<file path="config.mk">
export PLATFORM = sky130hd
export DESIGN_NAME = usb_tx_top
export DESIGN_NICKNAME = d
export VERILOG_FILES = /design/src/usb_tx_pkg.sv /design/src/usb_token_former.sv /design/src/usb_packet_encoder.sv /design/src/usb_tx_byte_fifo.sv /design/src/usb_ulpi_tx.sv /design/src/usb_tx_top.sv
export SDC_FILE = /design/constraint.sdc
export NUM_CORES = 1
export LEC_CHECK = 0
export BUFFER_PORTS_ARGS = -buffer_cell sky130_fd_sc_hd__buf_2
export CAP_MARGIN = 20
export CORE_MARGIN = 1
export CORE_UTILIZATION = 30
export CTS_CLUSTER_SIZE = 30
export DETAILED_ROUTE_END_ITERATION = 10
export SETUP_SLACK_MARGIN = 0.05
export SLEW_MARGIN = 20
export SYNTH_ARGS = -nofsm -noshare
export SYNTH_HDL_FRONTEND = slang
export SYNTH_SLANG_ARGS = --single-unit
</file>
<file path="constraint.sdc">
create_clock -name clock -period 3.25 [get_ports clock]
set_input_delay 0.325 -clock clock [delete_from_list [all_inputs] [get_ports clock]]
set_output_delay 0.325 -clock clock [all_outputs]
set_load 0.05 [all_outputs]
</file>
<file path="src/usb_tx_pkg.sv">
package usb_tx_pkg;

  // Bus and PID widths
  typedef logic [7:0] usb_byte_t;
  typedef logic [3:0] pid_code_t;
  typedef logic [15:0] crc16_t;

  // Kind codes form the upper half of their PID codes
  typedef logic [1:0] hsk_kind_t;
  typedef logic [1:0] tok_kind_t;
  typedef logic [1:0] dat_kind_t;

  typedef logic [6:0] usb_addr_t;
  typedef logic [3:0] usb_endp_t;

  typedef struct packed {
    tok_kind_t kind;
    usb_addr_t addr;
    usb_endp_t endp;
  } tok_req_t;

  // Holds {crc5, endp, addr} and goes out low byte first
  typedef logic [15:0] tok_field_t;

  typedef struct packed {
    usb_byte_t data;
    logic      last;
  } enc_byte_t;

  localparam int unsigned TX_FIFO_DEPTH = 4;

  typedef logic [$clog2(TX_FIFO_DEPTH+1)-1:0] credit_t;
  typedef logic [$clog2(TX_FIFO_DEPTH)-1:0] fifo_ptr_t;

  // PID byte carries the code and its complement
  function automatic usb_byte_t pid_byte(input pid_code_t code);
    return {~code, code};
  endfunction

  // Token CRC5 over {endp, addr} with bit 0 on the wire first
  function automatic logic [4:0] crc5_token(input logic [10:0] bits);
    logic [4:0] crc;
    logic [4:0] res;
    logic       fb;
    crc = 5'h1f;
    for (int i = 0; i < 11; i++) begin
      fb  = crc[4] ^ bits[i];
      crc = {crc[3:0], 1'b0};
      if (fb) begin
        crc = crc ^ 5'b00101;
      end
    end
    // Inverted and reversed so the MSB lands in the first wire bit
    for (int i = 0; i < 5; i++) begin
      res[i] = ~crc[4-i];
    end
    return res;
  endfunction

  // One byte of CRC16 taken LSB first
  function automatic crc16_t crc16_update(input usb_byte_t data, input crc16_t crc);
    crc16_t c;
    logic   fb;
    c = crc;
    for (int i = 0; i < 8; i++) begin
      fb = c[15] ^ data[i];
      c  = {c[14:0], 1'b0};
      if (fb) begin
        c = c ^ 16'h8005;
      end
    end
    return c;
  endfunction

endpackage

</file>
<file path="src/usb_token_former.sv">
`timescale 1ns/1ns

module usb_token_former
  import usb_tx_pkg::*;
(
  input  logic       clock,
  input  logic       reset,

  input  logic       tok_req_valid_i,
  input  tok_req_t   tok_req_i,
  output logic       tok_req_ready_o,

  input  logic       tok_done_i,
  output logic       tok_send_o,
  output tok_kind_t  tok_kind_o,
  output tok_field_t tok_field_o
);

  logic       send_q;
  tok_kind_t  kind_q;
  tok_field_t field_q;
  logic       accept;

  // One request in flight at a time
  assign tok_req_ready_o = !send_q;
  assign accept          = tok_req_valid_i && !send_q;

  assign tok_send_o  = send_q;
  assign tok_kind_o  = kind_q;
  assign tok_field_o = field_q;

  // Send level held until the encoder reports the token done
  always_ff @(posedge clock) begin
    if (reset) begin
      send_q <= 1'b0;
    end else if (accept) begin
      send_q <= 1'b1;
    end else if (tok_done_i) begin
      send_q <= 1'b0;
    end
  end

  always_ff @(posedge clock) begin
    if (accept) begin
      kind_q  <= tok_req_i.kind;
      field_q <= {crc5_token({tok_req_i.endp, tok_req_i.addr}),
                  tok_req_i.endp,
                  tok_req_i.addr};
    end
  end

endmodule

</file>
<file path="src/usb_packet_encoder.sv">
`timescale 1ns/1ns

module usb_packet_encoder
  import usb_tx_pkg::*;
(
  input  logic       clock,
  input  logic       reset,

  // Handshake request
  input  logic       hsk_send_i,
  input  hsk_kind_t  hsk_kind_i,
  output logic       hsk_done_o,

  // Token request from the token former
  input  logic       tok_send_i,
  input  tok_kind_t  tok_kind_i,
  input  tok_field_t tok_field_i,
  output logic       tok_done_o,

  // Data packet request and payload stream
  input  logic       trn_tsend_i,
  input  dat_kind_t  trn_kind_i,
  output logic       trn_tdone_o,
  input  logic       trn_tvalid_i,
  output logic       trn_tready_o,
  input  logic       trn_tlast_i,
  input  usb_byte_t  trn_tdata_i,

  // Credit-controlled push into the byte FIFO
  output logic       push_valid_o,
  output enc_byte_t  push_byte_o,
  input  logic       credit_return_i
);

  typedef enum logic [2:0] {
    ST_IDLE,
    ST_HSK,
    ST_TOK,
    ST_DATA,
    ST_CRC
  } enc_state_e;

  enc_state_e state_q;
  logic [1:0] idx_q;
  logic       zero_q;
  credit_t    credit_q;
  logic       hsk_done_q;
  logic       tok_done_q;
  logic       trn_done_q;

  usb_byte_t  pid_q;
  crc16_t     crc_q;
  crc16_t     crc_tx;
  logic       has_credit;
  logic       done_any;

  assign has_credit = (credit_q != '0);
  assign done_any   = hsk_done_q || tok_done_q || trn_done_q;

  assign hsk_done_o  = hsk_done_q;
  assign tok_done_o  = tok_done_q;
  assign trn_tdone_o = trn_done_q;

  // CRC16 goes out complemented and bit reversed
  always_comb begin
    for (int i = 0; i < 16; i++) begin
      crc_tx[i] = ~crc_q[15-i];
    end
  end

  // Byte selection per state where idx_q counts bytes inside a state
  always_comb begin
    push_valid_o     = 1'b0;
    push_byte_o.data = pid_q;
    push_byte_o.last = 1'b0;
    trn_tready_o     = 1'b0;
    case (state_q)
      ST_HSK: begin
        push_valid_o     = has_credit;
        push_byte_o.last = 1'b1;
      end
      ST_TOK: begin
        push_valid_o = has_credit;
        if (idx_q == 2'd1) begin
          push_byte_o.data = tok_field_i[7:0];
        end else if (idx_q == 2'd2) begin
          push_byte_o.data = tok_field_i[15:8];
          push_byte_o.last = 1'b1;
        end
      end
      ST_DATA: begin
        if (idx_q == 2'd0) begin
          push_valid_o = has_credit;
        end else begin
          // Payload passes straight through while credits last
          trn_tready_o     = has_credit;
          push_valid_o     = has_credit && trn_tvalid_i;
          push_byte_o.data = trn_tdata_i;
        end
      end
      ST_CRC: begin
        push_valid_o = has_credit;
        if (idx_q == 2'd0) begin
          push_byte_o.data = crc_tx[7:0];
        end else begin
          push_byte_o.data = crc_tx[15:8];
          push_byte_o.last = 1'b1;
        end
      end
      default: begin
        push_valid_o = 1'b0;
      end
    endcase
  end

  always_ff @(posedge clock) begin
    if (reset) begin
      state_q    <= ST_IDLE;
      idx_q      <= 2'd0;
      zero_q     <= 1'b0;
      credit_q   <= credit_t'(TX_FIFO_DEPTH);
      hsk_done_q <= 1'b0;
      tok_done_q <= 1'b0;
      trn_done_q <= 1'b0;
    end else begin
      hsk_done_q <= 1'b0;
      tok_done_q <= 1'b0;
      trn_done_q <= 1'b0;

      case ({push_valid_o, credit_return_i})
        2'b10:   credit_q <= credit_q - 1'b1;
        2'b01:   credit_q <= credit_q + 1'b1;
        default: credit_q <= credit_q;
      endcase

      case (state_q)
        ST_IDLE: begin
          idx_q <= 2'd0;
          // Requesters still see their done pulse, so skip this cycle
          if (!done_any) begin
            if (hsk_send_i) begin
              state_q <= ST_HSK;
            end else if (tok_send_i) begin
              state_q <= ST_TOK;
            end else if (trn_tsend_i) begin
              state_q <= ST_DATA;
              zero_q  <= trn_tlast_i && !trn_tvalid_i;
            end
          end
        end
        ST_HSK: begin
          if (push_valid_o) begin
            state_q    <= ST_IDLE;
            hsk_done_q <= 1'b1;
          end
        end
        ST_TOK: begin
          if (push_valid_o) begin
            if (idx_q == 2'd2) begin
              state_q    <= ST_IDLE;
              tok_done_q <= 1'b1;
            end else begin
              idx_q <= idx_q + 2'd1;
            end
          end
        end
        ST_DATA: begin
          if (push_valid_o) begin
            if (idx_q == 2'd0 && !zero_q) begin
              idx_q <= 2'd1;
            end else if (idx_q == 2'd0 || trn_tlast_i) begin
              state_q <= ST_CRC;
              idx_q   <= 2'd0;
            end
          end
        end
        ST_CRC: begin
          if (push_valid_o) begin
            if (idx_q == 2'd0) begin
              idx_q <= 2'd1;
            end else begin
              state_q    <= ST_IDLE;
              trn_done_q <= 1'b1;
            end
          end
        end
        default: begin
          state_q <= ST_IDLE;
        end
      endcase
    end
  end

  // PID latched at the start of a packet and CRC run over the payload only
  always_ff @(posedge clock) begin
    if (state_q == ST_IDLE) begin
      crc_q <= 16'hffff;
      if (hsk_send_i) begin
        pid_q <= pid_byte({hsk_kind_i, 2'b10});
      end else if (tok_send_i) begin
        pid_q <= pid_byte({tok_kind_i, 2'b01});
      end else begin
        pid_q <= pid_byte({trn_kind_i, 2'b11});
      end
    end else if (state_q == ST_DATA && idx_q != 2'd0 && push_valid_o) begin
      crc_q <= crc16_update(trn_tdata_i, crc_q);
    end
  end

endmodule

</file>
<file path="src/usb_tx_byte_fifo.sv">
`timescale 1ns/1ns

module usb_tx_byte_fifo
  import usb_tx_pkg::*;
(
  input  logic      clock,
  input  logic      reset,

  input  logic      push_valid_i,
  input  enc_byte_t push_byte_i,
  output logic      credit_return_o,

  output logic      fifo_valid_o,
  output enc_byte_t fifo_byte_o,
  input  logic      fifo_pop_i
);

  enc_byte_t mem [TX_FIFO_DEPTH];
  fifo_ptr_t wr_ptr_q;
  fifo_ptr_t rd_ptr_q;
  credit_t   count_q;
  logic      credit_q;
  logic      do_push;
  logic      do_pop;

  // A push lands only while a slot is free
  assign do_push = push_valid_i && (count_q != credit_t'(TX_FIFO_DEPTH));
  assign do_pop  = fifo_pop_i && fifo_valid_o;

  // Head byte shows as soon as it is written
  assign fifo_valid_o    = (count_q != '0);
  assign fifo_byte_o     = mem[rd_ptr_q];
  assign credit_return_o = credit_q;

  always_ff @(posedge clock) begin
    if (reset) begin
      wr_ptr_q <= '0;
      rd_ptr_q <= '0;
      count_q  <= '0;
      credit_q <= 1'b0;
    end else begin
      credit_q <= do_pop;
      if (do_push) begin
        wr_ptr_q <= (wr_ptr_q == fifo_ptr_t'(TX_FIFO_DEPTH - 1)) ? '0 : wr_ptr_q + 1'b1;
      end
      if (do_pop) begin
        rd_ptr_q <= (rd_ptr_q == fifo_ptr_t'(TX_FIFO_DEPTH - 1)) ? '0 : rd_ptr_q + 1'b1;
      end
      case ({do_push, do_pop})
        2'b10:   count_q <= count_q + 1'b1;
        2'b01:   count_q <= count_q - 1'b1;
        default: count_q <= count_q;
      endcase
    end
  end

  always_ff @(posedge clock) begin
    if (do_push) begin
      mem[wr_ptr_q] <= push_byte_i;
    end
  end

endmodule

</file>
<file path="src/usb_ulpi_tx.sv">
`timescale 1ns/1ns

module usb_ulpi_tx
  import usb_tx_pkg::*;
(
  input  logic      clock,
  input  logic      reset,

  input  logic      fifo_valid_i,
  input  enc_byte_t fifo_byte_i,
  output logic      fifo_pop_o,

  input  logic      ulpi_nxt_i,
  output usb_byte_t ulpi_data_o,
  output logic      ulpi_stp_o
);

  typedef enum logic [1:0] {
    ST_IDLE,
    ST_TXCMD,
    ST_DATA,
    ST_STOP
  } ulpi_state_e;

  // TXCMD prefix for a transmit with PID
  localparam logic [3:0] TXCMD_PREFIX = 4'b0100;

  ulpi_state_e state_q;
  logic        accept;

  // A byte leaves the FIFO only when the PHY takes it
  assign accept = fifo_valid_i && ulpi_nxt_i &&
                  (state_q == ST_TXCMD || state_q == ST_DATA);

  always_comb begin
    ulpi_data_o = 8'h00;
    ulpi_stp_o  = 1'b0;
    fifo_pop_o  = accept;
    case (state_q)
      ST_TXCMD: begin
        // First byte of a packet is the PID, rewritten as a TXCMD
        ulpi_data_o = {TXCMD_PREFIX, fifo_byte_i.data[3:0]};
      end
      ST_DATA: begin
        if (fifo_valid_i) begin
          ulpi_data_o = fifo_byte_i.data;
        end
      end
      ST_STOP: begin
        ulpi_stp_o = 1'b1;
      end
      default: begin
        ulpi_data_o = 8'h00;
      end
    endcase
  end

  always_ff @(posedge clock) begin
    if (reset) begin
      state_q <= ST_IDLE;
    end else begin
      case (state_q)
        ST_IDLE: begin
          if (fifo_valid_i) begin
            state_q <= ST_TXCMD;
          end
        end
        ST_TXCMD, ST_DATA: begin
          if (accept) begin
            state_q <= fifo_byte_i.last ? ST_STOP : ST_DATA;
          end
        end
        ST_STOP: begin
          state_q <= ST_IDLE;
        end
        default: begin
          state_q <= ST_IDLE;
        end
      endcase
    end
  end

endmodule

</file>
<file path="src/usb_tx_top.sv">
`timescale 1ns/1ns

module usb_tx_top
  import usb_tx_pkg::*;
(
  input  logic      clock,
  input  logic      reset,

  input  logic      hsk_send_i,
  input  hsk_kind_t hsk_kind_i,
  output logic      hsk_done_o,

  input  logic      trn_tsend_i,
  input  dat_kind_t trn_kind_i,
  output logic      trn_tdone_o,
  input  logic      trn_tvalid_i,
  output logic      trn_tready_o,
  input  logic      trn_tlast_i,
  input  usb_byte_t trn_tdata_i,

  input  logic      tok_req_valid_i,
  input  tok_req_t  tok_req_i,
  output logic      tok_req_ready_o,

  input  logic      ulpi_nxt_i,
  output usb_byte_t ulpi_data_o,
  output logic      ulpi_stp_o
);

  logic       tok_send;
  tok_kind_t  tok_kind;
  tok_field_t tok_field;
  logic       tok_done;

  logic       push_valid;
  enc_byte_t  push_byte;
  logic       credit_return;

  logic       fifo_valid;
  enc_byte_t  fifo_byte;
  logic       fifo_pop;

  usb_token_former u_token_former (
    .clock           (clock),
    .reset           (reset),
    .tok_req_valid_i (tok_req_valid_i),
    .tok_req_i       (tok_req_i),
    .tok_req_ready_o (tok_req_ready_o),
    .tok_done_i      (tok_done),
    .tok_send_o      (tok_send),
    .tok_kind_o      (tok_kind),
    .tok_field_o     (tok_field)
  );

  usb_packet_encoder u_encoder (
    .clock           (clock),
    .reset           (reset),
    .hsk_send_i      (hsk_send_i),
    .hsk_kind_i      (hsk_kind_i),
    .hsk_done_o      (hsk_done_o),
    .tok_send_i      (tok_send),
    .tok_kind_i      (tok_kind),
    .tok_field_i     (tok_field),
    .tok_done_o      (tok_done),
    .trn_tsend_i     (trn_tsend_i),
    .trn_kind_i      (trn_kind_i),
    .trn_tdone_o     (trn_tdone_o),
    .trn_tvalid_i    (trn_tvalid_i),
    .trn_tready_o    (trn_tready_o),
    .trn_tlast_i     (trn_tlast_i),
    .trn_tdata_i     (trn_tdata_i),
    .push_valid_o    (push_valid),
    .push_byte_o     (push_byte),
    .credit_return_i (credit_return)
  );

  usb_tx_byte_fifo u_fifo (
    .clock           (clock),
    .reset           (reset),
    .push_valid_i    (push_valid),
    .push_byte_i     (push_byte),
    .credit_return_o (credit_return),
    .fifo_valid_o    (fifo_valid),
    .fifo_byte_o     (fifo_byte),
    .fifo_pop_i      (fifo_pop)
  );

  usb_ulpi_tx u_ulpi_tx (
    .clock        (clock),
    .reset        (reset),
    .fifo_valid_i (fifo_valid),
    .fifo_byte_i  (fifo_byte),
    .fifo_pop_o   (fifo_pop),
    .ulpi_nxt_i   (ulpi_nxt_i),
    .ulpi_data_o  (ulpi_data_o),
    .ulpi_stp_o   (ulpi_stp_o)
  );

endmodule

</file>
Word-level counts from Yosys, hierarchy flattened
Memories as Yosys holds them, arrays and structs flattened. A register that Yosys moved wholly into a read port is not among the register bits.
Cells that the tools add are included.
- muxes and demuxes: 98
- reduce and logical (&&, ||, !) cells: 36
- add/subtract/negate cells: 7
- bitwise gates (word level): 67
- equality and inequality tests: 31
- operators by type and width (operator ; count):
    $mux 16 ; 22
    $mux 3 ; 23
    $mux 5 ; 11
    $mux 8 ; 6
    $not 1->1 ; 28
    $mux 2 ; 13
    $not 3->3 ; 8
    $pmux 8 s3 ; 1
    $not 2->2 ; 10
    $xor 1x1->1 ; 18
    $pmux 8 s2 ; 1
    $pmux 3 s5 ; 1
    $eq 2x2->1 const B ; 7
    $ne 2x1->1 const B ; 7
    $mux 1 ; 13
    $ne 2x2->1 const B ; 6
    $not 4->4 ; 3
    $pmux 3 s2 ; 2
    $logic_and 1x1->1 ; 10
    $reduce_and 10->1 ; 1
    $mux 9 ; 1
    $reduce_or 3->1 ; 3
    $eq 2x1->1 const B ; 4
    $pmux 2 s4 ; 1
    other kinds (23) ; 39
- bits in writable memories: 36
- word-level logic and storage cells: 258
- memories: 1
- register bits: 65
- output and inout port bits: 13
- memory list (name ; depth ; bits a word ; rd ports ; clocked after Yosys merged registers in ; wr ports ; RTL line ; text):
    u_fifo.mem ; 4 ; 9 ; 1 ; 1 ; 1 ; usb_tx_byte_fifo.sv:18 ; enc_byte_t mem [TX_FIFO_DEPTH];

Logic depth before layout (Yosys ltp)
Gate-level depths: netlist of the first run.
- word-level depth: 34
- mapped depth: 11
- depth with buffers taken out: 11

By module
A second synthesis of the first run with hierarchy kept.
- cells, all modules: 469
- area total of the unflattened synthesis: 5248.8 µm²
- modules (own cells, without submodules) (module ; seq. area each (µm²) ; area an instance (µm²) ; instances ; cells an instance):
    usb_packet_encoder ; 800.8 ; 2418.6 ; 1 ; 297
    usb_tx_byte_fifo ; 1281.2 ; 1810.5 ; 1 ; 101
    usb_token_former ; 560.5 ; 758.2 ; 1 ; 39
    usb_ulpi_tx ; 40.0 ; 261.5 ; 1 ; 32

Least setup slack after synthesis of the first run
OpenSTA, ideal clock, no wires.
- path type: register to register
- from: register u_encoder.idx_q[0]
- to: register u_encoder.credit_q[2]
- stages on the path, launching flop included: 11
- clock period less this slack: 2782 ps
- data required time: 3118 ps
- arrival: 2649 ps
- path slack: 468 ps
- path buffers: 0
- cells stage by stage: dfxtp_1 -> inv_1 -> ha_1 -> or2_2 -> o2111ai_1 -> ha_1 -> inv_1 -> fa_1 -> xor2_1 -> o21ai_0 -> or3b_2
- longest elaborated chain between the ends: 5
- elaborated cells on any way between the ends: 7
- classes of those cells: eq/ne (2); mux (3); reduce/logical (2)
- RTL lines (item ; RTL line ; text):
    from (decl) ; usb_packet_encoder.sv:44 ; logic [1:0] idx_q;
    from (signal assigned) ; usb_packet_encoder.sv:163 ; idx_q <= idx_q + 2'd1;
    $logic_not 2->1 * ; usb_packet_encoder.sv:92 ; if (idx_q == 2'd0) begin
    $mux 1 * ; usb_packet_encoder.sv:92 ;
    $pmux 1 s2 * ; usb_packet_encoder.sv:77 ; case (state_q)
    $eq 2x1->1 or $eq 2x2->1 (tied branches) ; usb_packet_encoder.sv:130 ; case ({push_valid_o, credit_return_i})
    $pmux 3 s2 or $reduce_bool 2->1 (tied branches) ; n/a ;
    to (signal assigned) ; usb_packet_encoder.sv:131 ; 2'b10: credit_q <= credit_q - 1'b1;
    to (signal assigned) ; usb_packet_encoder.sv:132 ; 2'b01: credit_q <= credit_q + 1'b1;
    to (signal assigned) ; usb_packet_encoder.sv:133 ; default: credit_q <= credit_q;
    to (decl) ; usb_packet_encoder.sv:46 ; credit_t credit_q;
Every way passes the cells marked *; elsewhere a longest branch is shown, timed or not.
A chain may end at the register's enable or synchronous reset.

Final worst setup path of the first run
- from: register u_encoder.state_q[2]
- to: register u_fifo.count_q[2]
- longest elaborated chain between the ends: 6
- elaborated cells on any way between the ends: 11
- classes of those cells: eq/ne (6); mux (2); reduce/logical (3)
- RTL lines (item ; RTL line ; text):
    from (decl) ; usb_packet_encoder.sv:43 ; enc_state_e state_q;
    from (signal assigned) ; usb_packet_encoder.sv:118 ; state_q <= ST_IDLE;
    from (signal assigned) ; usb_packet_encoder.sv:142 ; state_q <= ST_HSK;
    from (signal assigned) ; usb_packet_encoder.sv:144 ; state_q <= ST_TOK;
    $eq 3x1->1 (tied with other cells) ; usb_packet_encoder.sv:77 ;
    $reduce_or 3->1 (no source line) ; n/a ;
    $pmux 1 s2 * ; usb_packet_encoder.sv:77 ;
    $logic_and 1x1->1 * ; usb_tx_byte_fifo.sv:27 ; assign do_push = push_valid_i && (count_q != credit_t'(TX_FIFO_DEPTH));
    $eq 2x1->1 or $eq 2x2->1 (tied branches) ; usb_tx_byte_fifo.sv:49 ; case ({do_push, do_pop})
    $pmux 3 s2 or $reduce_bool 2->1 (tied branches) ; n/a ;
    to (signal assigned) ; usb_tx_byte_fifo.sv:50 ; 2'b10: count_q <= count_q + 1'b1;
    to (signal assigned) ; usb_tx_byte_fifo.sv:51 ; 2'b01: count_q <= count_q - 1'b1;
    to (signal assigned) ; usb_tx_byte_fifo.sv:52 ; default: count_q <= count_q;
    to (decl) ; usb_tx_byte_fifo.sv:21 ; credit_t count_q;
Marks and branches as above.

==> results.ini, run 1 <==
[power]
power_density_nw_per_um2=615
leakage_nw=2.10
ir_worst_vdd_uv=323

[finish]
final_common_cell=edfxtp_1
syn_to_final_growth_pct=15.2
fillers=1610
layout_common_cells=edfxtp_1, nand2_1, buf_2, dfxtp_1, xnor2_1
final_nets=525
layout-drive-gt1-share=0.173
diodes=0

[grt]
grt_pass1_wl_um=16200
grt_pass1_vias=3239
grt_max_degree=29
grt-ovfl-total=0
track_usage=0.125
grt_antenna_before_repair=0

[clocking]
cts_tree=built
hold_buffers=0
clk_pin_slew_worst_paths_ns=0.07
clk_latency_ns=0.34
h-tree-depth=3
cts_resized=0
post_cts_buffers=0
numCtsBuffers=9
clock-sinks=103
cts_buffer_depth=2
cts_root_buf=clkbuf_16

[yosys]
synth_seq_area_share=0.539
yosysTopAreaCellShare=0.374
yosysUniqueCellTypes=49
synth.cell_area_sq_um=4980
synth_area_leaders=edfxtp_1, dfxtp_1, xnor2_1
synth_edf_count=62
postSynth.asyncResetShare=0
synth_top_area_cell=edfxtp_1
ys_ff_latch=103
yosysWarnings=0
synth.avg_cell_area_sq_um=11.5
syn_inst=432
syn_nets=482
synthFlopType=edfxtp_1

[floorplanning]
rows=46
core-area_sq_um=16100
ios=46
start_util=0.310
die_h_um=131
fp.dieW_um=131
die-area_sq_um=17100

[worst_setup_path]
cp-end-kind=flip-flop
worstPathRequired_ns=3.52
arrival_ns=3.03
critPathKind=flip-flop to flip-flop
startpoint_type=flip-flop
cp_max_fo=15

[route]
dr.first_iter.drc_count=228
postRouteWirelength_um=10000
drtAntennaViolNets=0
via_count=3286
first_pass_iters=4
via_per_inst=4.72
wire_per_inst_um=14.4
drc=0

[sta]
fin_setup_tns_ns=0
drv_slew=0
hold_ws_ns=0.163
max_freq_ghz=0.363
fin_crit_sh=0.848
rsz0062_at_grt=false
fin_crit_ns=2.75
max_slew.worst_pin.slew_ns=0.627
setup_violations=0
finalHoldViolCount=0
slew_headroom=0.580
worst_clock_skew_ns=0.00870

[flow_run]
maxCapViolCount=0

[placement]
gp_congestion=0.819
io_buffers=45
dp_hpwl_um=7350

[status]
status=finished, final reports clean

[hold_path]
hold_path_class=input port to flip-flop

-- final cells by class --
cell class,instances,area [sq um],share of cell area
tap,216,270,0.0471
timing repair buffer,52,278,0.0484
sequential,103,2680,0.468
clock inverter,7,63.8,0.0111
multi-input combinational,292,2150,0.375
clock buffer,9,225,0.0393
inverter,17,63.8,0.0111
-- final timing paths --
path	startpoint	endpoint	slack, ns	depth (start not counted)
hold reg to reg	u_encoder.tok_done_o$_SDFF_PP0_	u_token_former.tok_send_o$_SDFFE_PP0P_	0.48	1
hold / removal	tok_req_i[12]	u_token_former.tok_kind_o[1]$_DFFE_PP_	0.16	1
setup / recovery	u_encoder.state_q[2]$_SDFFE_PP0P_	u_fifo.count_q[2]$_SDFFE_PP0P_	0.50	10
setup reg to reg	u_encoder.state_q[2]$_SDFFE_PP0P_	u_fifo.count_q[2]$_SDFFE_PP0P_	0.50	10
-- routing by layer --
metal  up-vias  part of all wire  track usage
li1       1643                 -            -
met1      1568              0.47        0.163
met2        70              0.47        0.206
met3         5             0.052       0.0314
met4         0            0.0059       0.0325
met5         -                 0            0
-- flip-flops by register name, summed over array words and instances, names as in the netlist, 2 cells and up, named ones only --
| name | count |
|---|---|
| u_token_former.tok_field_o | 16 |
| u_encoder.pid_q | 8 |
| u_encoder.state_q | 3 |
| u_fifo.rd_ptr_q | 2 |
| u_fifo.wr_ptr_q | 2 |
| u_ulpi_tx.state_q | 2 |
| u_token_former.tok_kind_o | 2 |
| u_encoder.credit_q | 3 |
| u_encoder.idx_q | 2 |
| u_fifo.count_q | 3 |
| u_fifo.mem | 36 |
| u_encoder.crc_q | 16 |
-- power breakdown --
| part | internal [mW] | switching (mW) |
|---|---|---|
| Sequential | 1.57 | 0.0928 |
| Clock | 0.537 | 0.502 |
| Combinational | 0.340 | 0.484 |
-- kinds of logic after synthesis --
group                      synth area share
and+or+nand+nor                       0.125
DFF                                   0.539
muxes                                0.0872
xor gates and xnor gates             0.0749
adders and majority gates            0.0457
buffers and inverters                0.0289
AOI/OAI and AO/OA                    0.0995
-- critical path: stages (launching register included) --
cell and delay, ns:
dfxtp_1 0.59, or3_1 0.20, o2111ai_1 0.15, buf_4 0.18, a21oi_2 0.24, inv_1 0.08
ha_1 0.23, fa_1 0.44, xnor2_1 0.15, or3_1 0.30, a21oi_1 0.13
-- synth_stat cells, drive strengths merged (14+ instances only) --
library cell	n
mux2i	22
nand2	48
edfxtp	62
o21ai	21
clkbuf	16
xnor2	34
a21oi	14
nor2	24
ha	15
dfxtp	41
inv	17
nor2b	18
-- through the flow --
stage / util / std cells / cell area, sq um / power (mW) / setup slack, ns
final: 0.357 / 696 / 5740 / 3.53 / 0.496
after detailed placement: 0.339 / 680 / 5450 / 2.52 / 0.496
after floorplan: - / 432 / 4980 / 2.29 / 0.468
after global routing: 0.357 / 696 / 5740 / 3.72 / 0.260
after CTS: 0.357 / 696 / 5740 / 3.57 / 0.494
after global placement: 0.339 / 680 / 5450 / 2.48 / 0.575
No activity file was read; power rests on OpenSTA's default activity.
==> run 2: changes to the inputs <==
- ABC_AREA: unset -> 1
- clock period: 3.25 -> 2.25 ns (I/O delays scaled with it)
==> run 2 against run 1 <==
Combinational power grew to 3.3 times the previous value; clock skew hardly changed; critical path depth is 5 higher; sequential share of layout area is 2.3 points lower; die area is 1.5% higher; critical path type unchanged.
==> results.ini, run 2 <==
[yosys]
synth_top_area_cell=edfxtp_1
synth_edf_count=62  ; unchanged
synth_top_family_by_area=compound AO/OA/AOI/OAI gates
syn_inst=542  ; +25%
synth_area_leaders=edfxtp_1, dfxtp_1, nand2_1
ys_ff_latch=103  ; unchanged
yosysUniqueCellTypes=39  ; -20%
yosysMostFrequentCell=nand2_1
synthMuxAreaShare=0  ; -0.0872
synth-compound-area-share=0.153  ; +0.0530
synth.cell_area_sq_um=5050  ; +1.5%
synth_seq_area_share=0.531  ; -0.00787
synth_common_cells=nand2_1, edfxtp_1, inv_1
synthFlopType=edfxtp_1
synth-xor-area-share=0.0624  ; -0.0125
syn_nets=592  ; +23%
synth.avg_cell_area_sq_um=9.32  ; -19%
yosys.area_share.simple=0.146  ; +0.0215
synthAdderAreaFrac=0.0451  ; -0.000668
yosysWarnings=0  ; unchanged
postSynth.asyncResetShare=0  ; unchanged
yosysTopAreaCellShare=0.368  ; -0.00546

[grt]
grt_pass1_vias=3857  ; +19%
grt-ovfl-total=0  ; unchanged
grt_antenna_before_repair=0  ; unchanged
grt_pass1_wl_um=19400  ; +20%
track_usage=0.141  ; +0.0166
grt_max_degree=22  ; -24%

[sta]
finalHoldViolCount=0  ; unchanged
max_freq_ghz=0.452  ; +25%
fin_crit_sh=0.983  ; +0.136
fin_crit_ns=2.21  ; -0.542 ns
drv_slew=0  ; unchanged
worst_clock_skew_ns=0.00913  ; +0.000429 ns
max_slew.worst_pin.slew_ns=0.723  ; +0.0960 ns
rsz0062_at_grt=true
slew_headroom=0.517  ; -0.0630
setup_violations=0  ; unchanged
hold_ws_ns=0.0623  ; -0.101 ns

[route]
wl_met3_um=699  ; +34%
first_pass_iters=5  ; +1
dr.first_iter.drc_count=341  ; +50%
wl_met2_um=5710  ; +21%
wire_per_inst_um=14.5  ; +0.83%
drtAntennaViolNets=0  ; unchanged
drc=0  ; unchanged
postRouteWirelength_um=12100  ; +21%
via_count=3958  ; +20%
via_per_inst=4.76  ; +0.76%
highest_layer=met4
wl_met1_um=5560  ; +18%

[placement]
dp_hpwl_um=8740  ; +19%
io_buffers=45  ; unchanged
gp_congestion=0.852  ; +4.1%

[power]
power_density_nw_per_um2=1150  ; +87%
finalPower_mw=6.94  ; +97%
ir_worst_vdd_uv=416  ; +29%
leakage_nw=2.52  ; +20%

[flow_run]
maxCapViolCount=0  ; unchanged

[finish]
syn_to_final_growth_pct=19.8
diodes=0  ; unchanged
largest_reg_flops=36  ; unchanged
fillers=1687  ; +4.8%
final_nets=657  ; +25%
top_register=u_fifo.mem
layout_common_cells=nand2_1, edfxtp_1, inv_1, buf_2, a21oi_1
final_common_cell=nand2_1
layout-drive-gt1-share=0.224  ; +0.0509

[clocking]
cts_root_buf=clkbuf_16
clock-sinks=103  ; unchanged
clk_pin_slew_worst_paths_ns=0.07  ; about the same
numCtsBuffers=9  ; unchanged
h-tree-depth=3  ; unchanged
clk_latency_ns=0.34  ; about the same
cts_buffer_depth=2  ; unchanged
cts_tree=built

[status]
status=finished, final reports clean

[floorplanning]
start_util=0.306  ; -0.00429
die_h_um=132  ; +0.73%
core-area_sq_um=16500  ; +2.9%
ios=46  ; unchanged
fp.dieW_um=132  ; +0.73%
die-area_sq_um=17400  ; +1.5%
rows=47  ; +2.2%

[worst_setup_path]
worstPathRequired_ns=2.48  ; -1.04 ns
cp-end-kind=flip-flop
startpoint_type=flip-flop
cp_max_fo=4  ; -11
arrival_ns=2.44  ; -0.59 ns
critPathKind=flip-flop to flip-flop

[hold_path]
hold_path_class=input port to flip-flop

run 2: kinds of logic (layout without fill, tap and decap cells):
logic type | count (synthesis) | in the layout
XOR/XNOR | 33 | 33
adder cells (fa/ha/maj) | 17 | 17
flip-flops | 103 | 103
AND/OR/NAND/NOR | 174 | 174
AO/OA/AOI/OAI | 133 | 133
buffers and inverters | 82 | 152
run 2: critical path, cell delays in order (launching register included):
cell	delay, ns
dfxtp_4	0.39
inv_4	0.05
nor2_4	0.09
inv_2	0.07
nor2_4	0.12
o21ai_2	0.06
nand3_2	0.08
nand2_4	0.07
inv_4	0.06
o31ai_4	0.06
ha_2	0.20
fa_2	0.38
a21oi_2	0.15
o21ai_2	0.08
o21ai_1	0.16
a21oi_1	0.06
run 2: power by group:
group / internal (mW) / switching (mW) / total, mW
combinational: 0.930 / 1.75 / 2.68
clock: 0.757 / 0.698 / 1.45
sequential: 2.58 / 0.235 / 2.81
total: 4.26 / 2.68 / 6.94
run 2: path summary, 6_finish.rpt:
kind / startpoint / to / slack (ns) / depth (start not counted)
max: u_encoder.state_q[1]$_SDFFE_PP0P_ / u_fifo.count_q[2]$_SDFFE_PP0P_ / 0.04 / 15
min: tok_req_i[12] / u_token_former.tok_kind_o[1]$_DFFE_PP_ / 0.06 / 1
max reg2reg: u_encoder.state_q[1]$_SDFFE_PP0P_ / u_fifo.count_q[2]$_SDFFE_PP0P_ / 0.04 / 15
min reg2reg: u_encoder.zero_q$_SDFFE_PP0P_ / u_encoder.zero_q$_SDFFE_PP0P_ / 0.48 / 2
run 2: per-layer routing:
metal | global-route usage | vias to the layer above
met5 | 0 | -
met4 | 0.0426 | 0
met3 | 0.0327 | 12
met2 | 0.228 | 116
met1 | 0.188 | 1858
li1 | - | 1972
run 2: layout make-up:
type	count	area (sq um)	area share
flip-flops and latches	103	2690	0.445
clock buffers	10	229	0.0378
well taps	220	275	0.0455
repair buffers	66	385	0.0637
inverters	70	275	0.0455
clock inverters	6	46.3	0.00765
multi-input cells	357	2150	0.355
run 2: what timing repair did:
| action | 4_1_cts | 5_1_grt |
|---|---|---|
| buffers inserted | 0 | 4 |
| setup endpoints to repair | 8 | 31 |
| pin swaps | 0 | 8 |
| gates resized for setup | 4 | 25 |
| hold buffers | 0 | 0 |
run 2: through the flow:
step	cell area (sq um)	worst slack, ns	utilization	setup TNS (ns)	cells
floorplan	5100	0.0515	-	0	542
global route	6050	-0.111	0.366	-0.111	832
finish	6050	0.0380	0.366	0	832
global placement	5680	0.105	0.343	0	812
CTS	5960	0.0396	0.361	0	828
detailed placement	5680	-0.0372	0.343	-0.0423	812
